<file path="config.mk">
export PLATFORM = sky130hd
export DESIGN_NAME = aprSystem
export DESIGN_NICKNAME = d
export VERILOG_FILES = /design/src/verilog/aprPkg.sv /design/src/verilog/specDecode.sv /design/src/verilog/aprDevice.sv /design/src/verilog/piArbiter.sv /design/src/verilog/aprSystem.sv
export SDC_FILE = /design/constraint.sdc
export NUM_CORES = 1
export LEC_CHECK = 0
export ABC_AREA = 1
export BUFFER_PORTS_ARGS = -buffer_cell sky130_fd_sc_hd__buf_2
export CORE_UTILIZATION = 32
export CTS_CLUSTER_SIZE = 10
export DETAILED_ROUTE_END_ITERATION = 12
export GPL_ROUTABILITY_DRIVEN = 0
export PLACE_DENSITY = 0.86
export SETUP_SLACK_MARGIN = 0.5
export SYNTH_ARGS = -nofsm -noshare
export SYNTH_HDL_FRONTEND = slang
export SYNTH_HIERARCHICAL = 1
export SYNTH_SLANG_ARGS = --single-unit
</file>
<file path="constraint.sdc">
create_clock -name clk -period 1.3 [get_ports clk]
set_clock_uncertainty 0.05 [all_clocks]
set_input_delay 0 -clock clk [delete_from_list [all_inputs] [get_ports clk]]
set_output_delay 0 -clock clk [all_outputs]
set_load 0.01 [all_outputs]
</file>
<file path="src/verilog/aprPkg.sv">
// Shared APR types. Data path bits use PDP-10 numbering (bit 0 is MSB); CROM fields count from LSB
package aprPkg;

   ////////////////////
   // Control ROM fields
   ////////////////////

   // Special-select field position, counted from the LSB of the CROM word
   localparam int specFieldLsb = 45;
   localparam int specSelWidth = 5;

   // Enable-20 bit, just above the select field
   localparam int specEn20Bit  = 50;

   // Microcode special-select values
   // Unlisted selects fall through to no action
   typedef enum logic [specSelWidth-1:0] {
      specNone      = 5'h00,
      specRsvd1     = 5'h01,
      specRsvd2     = 5'h02,
      specAprFlags  = 5'h0b,
      specAprEnable = 5'h0d,
      specRsvd3     = 5'h1f
   } specSel_t;

   ////////////////////
   // Interrupt levels
   ////////////////////

   // PI levels 1..7, level 1 is highest priority
   localparam int numLevels  = 7;
   localparam int levelWidth = 3;

   ////////////////////
   // APR command
   ////////////////////

   typedef enum logic [1:0] {
      opNone       = 2'd0,
      opLoadEnable = 2'd1,
      opLoadFlags  = 2'd2
   } aprOp_t;

   // Data path bits 22..35, MSB first
   typedef struct packed {
      logic                  trapEn;   // dp[22]
      logic                  pageEn;   // dp[23]
      logic [24:31]          bits8;    // Flags or enables
      logic                  swInt;    // dp[32]
      logic [levelWidth-1:0] pri;      // dp[33:35]
   } aprData_t;

   // Stage 1 to stage 2 payload
   typedef struct packed {
      aprOp_t   op;
      aprData_t data;
   } aprCmd_t;

   // APR flag word, bits 22..35
   typedef struct packed {
      logic       trapEn;
      logic       pageEn;
      logic       flag24;
      logic       flag25;
      logic       flag26;
      logic       flag27;
      logic       flag28;
      logic       flag29;
      logic       flag30;
      logic       flag31;
      logic       intReq;
      logic [2:0] ones;
   } aprFlags_t;

endpackage

</file>
<file path="src/verilog/specDecode.sv">
// Stage 1 decode; the CROM word must be wider than specEn20Bit, and a command lasts one cycle
`timescale 1ns/100ps

module specDecode
#(
   parameter int cromWidth = 108
)
(
   input  logic                   clk,
   input  logic                   rst,
   input  logic                   clken,
   input  logic [cromWidth-1:0]   crom,
   input  logic [0:35]            dp,
   output aprPkg::aprCmd_t        cmd
);

   logic              specEn20;
   aprPkg::specSel_t  specSel;
   aprPkg::aprOp_t    nextOp;

   ////////////////////
   // Field extraction
   ////////////////////

   assign specEn20 = crom[aprPkg::specEn20Bit];
   assign specSel  = aprPkg::specSel_t'(crom[aprPkg::specFieldLsb +: aprPkg::specSelWidth]);

   // Select to opcode, both loads need enable-20
   always_comb
   begin
      nextOp = aprPkg::opNone;
      if (specEn20)
      begin
         case (specSel)
            aprPkg::specAprEnable : nextOp = aprPkg::opLoadEnable;
            aprPkg::specAprFlags  : nextOp = aprPkg::opLoadFlags;
            default               : nextOp = aprPkg::opNone;
         endcase
      end
   end

   ////////////////////
   // Pipeline register
   ////////////////////

   // Clock enable applied here only
   // Idle cycles load opNone so a command is a single-cycle strobe
   always_ff @(posedge clk or posedge rst)
   begin
      if (rst)
         cmd <= '0;
      else
      begin
         cmd.op   <= clken ? nextOp : aprPkg::opNone;
         cmd.data <= dp[22:35];
      end
   end

endmodule

</file>
<file path="src/verilog/aprDevice.sv">
// Stage 2 APR device; flags 26, 28-30 are software bits only, hardware sets win over a flags load
`timescale 1ns/100ps

module aprDevice
(
   input  logic                           clk,
   input  logic                           rst,
   input  aprPkg::aprCmd_t                cmd,
   input  logic                           nxmIntr,
   input  logic                           cslIntr,
   output aprPkg::aprFlags_t              flags,
   output logic [1:aprPkg::numLevels]     intr
);

   logic [24:31]       flagReg;
   aprPkg::aprData_t   enaReg;
   logic               intReq;

   ////////////////////
   // Flag register
   ////////////////////

   // 24   software interrupt
   // 25   console interrupt request
   // 26   power fail
   // 27   non-existent memory
   // 28   uncorrectable memory error
   // 29   correctable memory error
   // 30   interval timer, microcode managed
   // 31   console to KS10 interrupt
   always_ff @(posedge clk or posedge rst)
   begin
      if (rst)
         flagReg <= '0;
      else
      begin
         if (cmd.op == aprPkg::opLoadFlags)
            flagReg <= cmd.data.bits8;
         // Sticky sets, later assignment overrides the load
         if (nxmIntr)
            flagReg[27] <= 1'b1;
         if (cslIntr)
            flagReg[31] <= 1'b1;
      end
   end

   ////////////////////
   // Enable register
   ////////////////////

   // Trap, paging, per-flag enables, software int and priority
   always_ff @(posedge clk or posedge rst)
   begin
      if (rst)
         enaReg <= '0;
      else if (cmd.op == aprPkg::opLoadEnable)
         enaReg <= cmd.data;
   end

   ////////////////////
   // Interrupt request
   ////////////////////

   // Any enabled flag, or the software interrupt
   assign intReq = (|(flagReg & enaReg.bits8)) | enaReg.swInt;

   // Priority to one-hot level, pri zero means no request
   always_comb
   begin
      intr = '0;
      for (int lvl = 1; lvl <= aprPkg::numLevels; lvl++)
      begin
         if (intReq && (int'(enaReg.pri) == lvl))
            intr[lvl] = 1'b1;
      end
   end

   ////////////////////
   // Flag word
   ////////////////////

   // Bits 33..35 always read as ones
   assign flags = '{
      trapEn : enaReg.trapEn,
      pageEn : enaReg.pageEn,
      flag24 : flagReg[24],
      flag25 : flagReg[25],
      flag26 : flagReg[26],
      flag27 : flagReg[27],
      flag28 : flagReg[28],
      flag29 : flagReg[29],
      flag30 : flagReg[30],
      flag31 : flagReg[31],
      intReq : intReq,
      ones   : 3'b111
   };

endmodule

</file>
<file path="src/verilog/piArbiter.sv">
// Stage 3 PI arbiter; level 1 wins, no acknowledge cycle or in-progress tracking
`timescale 1ns/100ps

module piArbiter
(
   input  logic                                clk,
   input  logic                                rst,
   input  logic [1:aprPkg::numLevels]          aprIntr,
   input  logic [1:aprPkg::numLevels]          extIntr,
   output logic                                piReq,
   output logic [aprPkg::levelWidth-1:0]       piLevel
);

   logic [1:aprPkg::numLevels]       merged;
   logic                             nextReq;
   logic [aprPkg::levelWidth-1:0]    nextLevel;

   ////////////////////
   // Request merge
   ////////////////////

   // APR shares the levels with the other devices
   assign merged  = aprIntr | extIntr;
   assign nextReq = |merged;

   ////////////////////
   // Priority encode
   ////////////////////

   // Scan from lowest priority up
   // Lower level numbers overwrite, so level 1 ends on top
   always_comb
   begin
      nextLevel = '0;
      for (int lvl = aprPkg::numLevels; lvl >= 1; lvl--)
      begin
         if (merged[lvl])
            nextLevel = aprPkg::levelWidth'(lvl);
      end
   end

   ////////////////////
   // Output register
   ////////////////////

   // Held stable for microcode dispatch
   always_ff @(posedge clk or posedge rst)
   begin
      if (rst)
      begin
         piReq   <= 1'b0;
         piLevel <= '0;
      end
      else
      begin
         piReq   <= nextReq;
         piLevel <= nextLevel;
      end
   end

endmodule

</file>
<file path="src/verilog/aprSystem.sv">
// APR top level; decode, device and arbiter in series, no back-pressure, extIntr is level style
`timescale 1ns/100ps

module aprSystem
#(
   parameter int cromWidth = 108
)
(
   input  logic                              clk,
   input  logic                              rst,
   input  logic                              clken,
   input  logic [cromWidth-1:0]              crom,
   input  logic [0:35]                       dp,
   input  logic                              nxmIntr,
   input  logic                              cslIntr,
   input  logic [1:aprPkg::numLevels]        extIntr,
   output aprPkg::aprFlags_t                 aprFlags,
   output logic [1:aprPkg::numLevels]        aprIntr,
   output logic                              piReq,
   output logic [aprPkg::levelWidth-1:0]     piLevel
);

   // Stage 1 to stage 2
   aprPkg::aprCmd_t aprCmd;

   specDecode #(.cromWidth(cromWidth)) u_specDecode (
      .clk   (clk),
      .rst   (rst),
      .clken (clken),
      .crom  (crom),
      .dp    (dp),
      .cmd   (aprCmd)
   );

   aprDevice u_aprDevice (
      .clk     (clk),
      .rst     (rst),
      .cmd     (aprCmd),
      .nxmIntr (nxmIntr),
      .cslIntr (cslIntr),
      .flags   (aprFlags),
      .intr    (aprIntr)
   );

   piArbiter u_piArbiter (
      .clk     (clk),
      .rst     (rst),
      .aprIntr (aprIntr),
      .extIntr (extIntr),
      .piReq   (piReq),
      .piLevel (piLevel)
   );

endmodule

</file>
==> flow_summary_export.csv <==
group,metric,value,unit
status,status,"finished with violations",
status,violations,"hold timing, setup timing",
routing,drt-total-wl,5210,um
timing,max_freq,647,MHz
logic_synthesis,yosysUniqueCellTypes,20,
clock_tree,root_buffer,"clkbuf_8",
logic_synthesis,synth_top_area_cell,"dfrtp_1",
critical_path,critPathMaxFanout,7,
critical_path,rr_endpoint,"u_piArbiter/piReq",
logic_synthesis,async_flop_share,100,%
logic_synthesis,synth_area,1770,um^2
clock_tree,cts_buffers,5,
timing,rsz0062_at_grt,"true",
critical_path,arrival,1.50,ns
floorplanning,die_h,76.4,um
critical_path,crit_buf_inv,2,
critical_path,cp-end-kind,"output port",
critical_path,cp_cell_sequence,"nand2_1, nand2_1, nor2_4, a21oi_1, buf_4, buf_2",
floorplanning,core-area,5200,um^2
logic_synthesis,netlist_instances,182,
routing,drc,0,
critical_path,required,1.25,ns
critical_path,cp_slowest_cell,"dfrtp_1",
routing,final_antenna_net_count,0,
layout,layout-drive-gt1-share,54.6,%
logic_synthesis,yosys-top-cells-area,"dfrtp_1 (59%), nand2_1 (8.7%), inv_1 (4.0%)",
logic_synthesis,ys_warn_count,6,
timing,hold_ws,-0.0801,ns
critical_path,cpPeakStageDelay,0.40,ns
floorplanning,initial_core_util,34.0,%
placement,dp_cells,322,
critical_path,cp_common_cell,"nand2_1",
timing,hold_viol,3,
critical_path,r2r_cells,8,
logic_synthesis,synth_commonest_cells,"dfrtp_1 (42), nand2_1 (41), inv_1 (19)",
logic_synthesis,synth_ff_type,"dfrtp_1",
floorplanning,ios,181,
global_route,grt.busiest_layer,"met2",
logic_synthesis,synth_top_area_share,59.4,%
global_route,grt_pass1_vias,1833,
critical_path,critPathLaunchType,"flop",
flow_run,drv_cap,0,
floorplanning,die_area,5830,um^2
global_route,use_met3,6.35,%
power,leakagePower,0.00149,uW
clock_tree,cts.sinks,42,
timing,finalSetupViolCount,12,
power,power.density,1130,nW/um^2
clock_tree,htreeDepth,2,
floorplanning,fp-row-count,26,
logic_synthesis,synth_edf_count,0,
global_route,use_met1,20.9,%
layout,final_nets,457,
worst_hold_path,min_from,"extIntr[2]",
worst_hold_path,hold_path_end,"u_piArbiter/piLevel[0]",
logic_synthesis,ys_seq_area_share,59.4,%
timing,period_minus_slack,1.55,ns
timing,maxSlewViolCount,0,
routing,first_pass_iters,4,
routing,drt_iter0_drc,59,
global_route,met2_usage,35.7,%
timing,layout_setup_ws,-0.245,ns
logic_synthesis,ys_ff_latch,42,
global_route,grtUsageTotal,19.1,%
critical_path,critical_path.top_delay_family,"flip-flops",
power,irDropWorstVdd,0.711,mV
global_route,grt_pass1_wl,8610,um
global_route,antenna_found_initial,0,
clock_tree,clock_path_buffers,2,
placement,portBuffers,53,
critical_path,path_class,"flop to output port",
critical_path,timing.rr.start,"u_aprDevice/enaReg[10]",
layout,stdcell_count,372,
layout,insertedDiodeCount,0,
critical_path,r2r_setup_slack,-0.23,ns
placement,pre_cts_slack,-0.206,ns
clock_tree,path_clk_slew,0.08,ns
global_route,grt_overflow,0,
worst_hold_path,whs_path_depth,4,
logic_synthesis,yosysMostFrequentCell,"dfrtp_1",
placement,dp_hpwl,2780,um
routing,vias,1648,
floorplanning,die_w,76.4,um
clock_tree,ctsHoldBuffers,25,
logic_synthesis,syn_area_per_cell,9.72,um^2
timing,post-route-period-util,119,%
clock_tree,cts_tree,"yes",
routing,post_drt_wl_per_cell,14.0,um
global_route,grt_max_degree,23,
routing,detail_route.vias_per_cell,4.43,
worst_hold_path,holdCritPathClass,"input pin to flop",
layout,syn2layout_area_growth,75.9,%
clock_tree,clk_latency,0.30,ns
-- cell type report --
class                      instances  area, um^2
clock inverter                     2        37.5
inverter                          23         110
fill                             415        2090
sequential                        42        1060
tap                               70        87.6
clock buffer                       6        72.6
multi-input combinational        114         815
timing repair buffer             115         933
-- worst max path at each step --
| stage | start | endpoint | depth (start not counted) |
|---|---|---|---|
| after floorplan | u_aprDevice/flagReg[29] | u_piArbiter/piReq | 8 |
| after CTS | u_aprDevice/flagReg[29] | aprIntr[3] | 6 |
| final | u_aprDevice/enaReg[10] | aprIntr[3] | 6 |
| after global routing | u_aprDevice/enaReg[4] | u_piArbiter/piReq | 8 |
| after global placement | u_aprDevice/flagReg[29] | u_piArbiter/piLevel[0] | 12 |
| after detailed placement | u_aprDevice/enaReg[4] | u_piArbiter/piReq | 8 |
-- metal layers --
layer / vias to the layer above / part of all wire, %
met5: - / 0
li1: 800 / -
met3: 8 / 4.4
met2: 45 / 57
met1: 795 / 38
met4: 0 / 0.81
-- registers in the layout, indices dropped and copies added, names as in the netlist --
register,flops
u_aprDevice/flags,2
u_aprDevice/flagReg,8
u_specDecode/cmd,16
u_piArbiter/piLevel,3
u_piArbiter/piReq,1
u_aprDevice/enaReg,12
-- layout by cell type (no fill, tap or decap), types with 7 or more instances in the layout --
| master | instances |
|---|---|
| inv_1 | 18 |
| nand2_2 | 15 |
| nor2_2 | 8 |
| nand2_1 | 24 |
| buf_6 | 24 |
| buf_2 | 43 |
| buf_4 | 21 |
| dfrtp_1 | 40 |
| nand3_1 | 11 |
| dlygate4sd3_1 | 25 |
| o21ai_2 | 10 |
| nor2_4 | 7 |
-- per-stage QoR --
| step | area [um^2] | util [%] | setup TNS, ns | power, uW | hold slack [ns] |
|---|---|---|---|---|---|
| finish | 3110 | 59.8 | -2.53 | 3500 | -0.0801 |
| global route | 3110 | 59.8 | -3.95 | 3690 | -0.0766 |
| CTS | 2950 | 56.8 | -2.12 | 3380 | -0.0916 |
| detailed placement | 2260 | 43.4 | -0.611 | 2190 | -0.134 |
| global placement | 2260 | 43.4 | -0.333 | 2170 | -0.147 |
| floorplan | 1810 | - | -0.428 | 1910 | -0.284 |
-- repair_timing --
action,4_1_cts,5_1_grt
resized for setup,52,28
setup endpoints to repair,48,65
pin swaps,6,7
gates cloned,4,0
endpoints found under the hold margin,64,2
buffers inserted,9,4
-- logic make-up after synthesis --
logic type,after synthesis,synth area share [%]
flip-flops,42,59.4
AO/OA/AOI/OAI,30,10.7
other,1,0.212
buffers and inverters,32,9.33
AND/OR/NAND/NOR,77,20.3
-- tightest hold or removal path, cell delays in order --
cell and delay, ns:
buf_2 0.09, nor2_2 0.04, nand2_1 0.06, nand2_1 0.04
-- where the power goes --
part	leakage, uW	internal (uW)	total [uW]	switching [uW]
clock	0.0000514	573	1030	453
combinational	0.000928	527	968	441
sequential	0.000515	1430	1510	82.0
total	0.00149	2530	3500	975
Note: power is estimated with default switching activity, not from simulation.
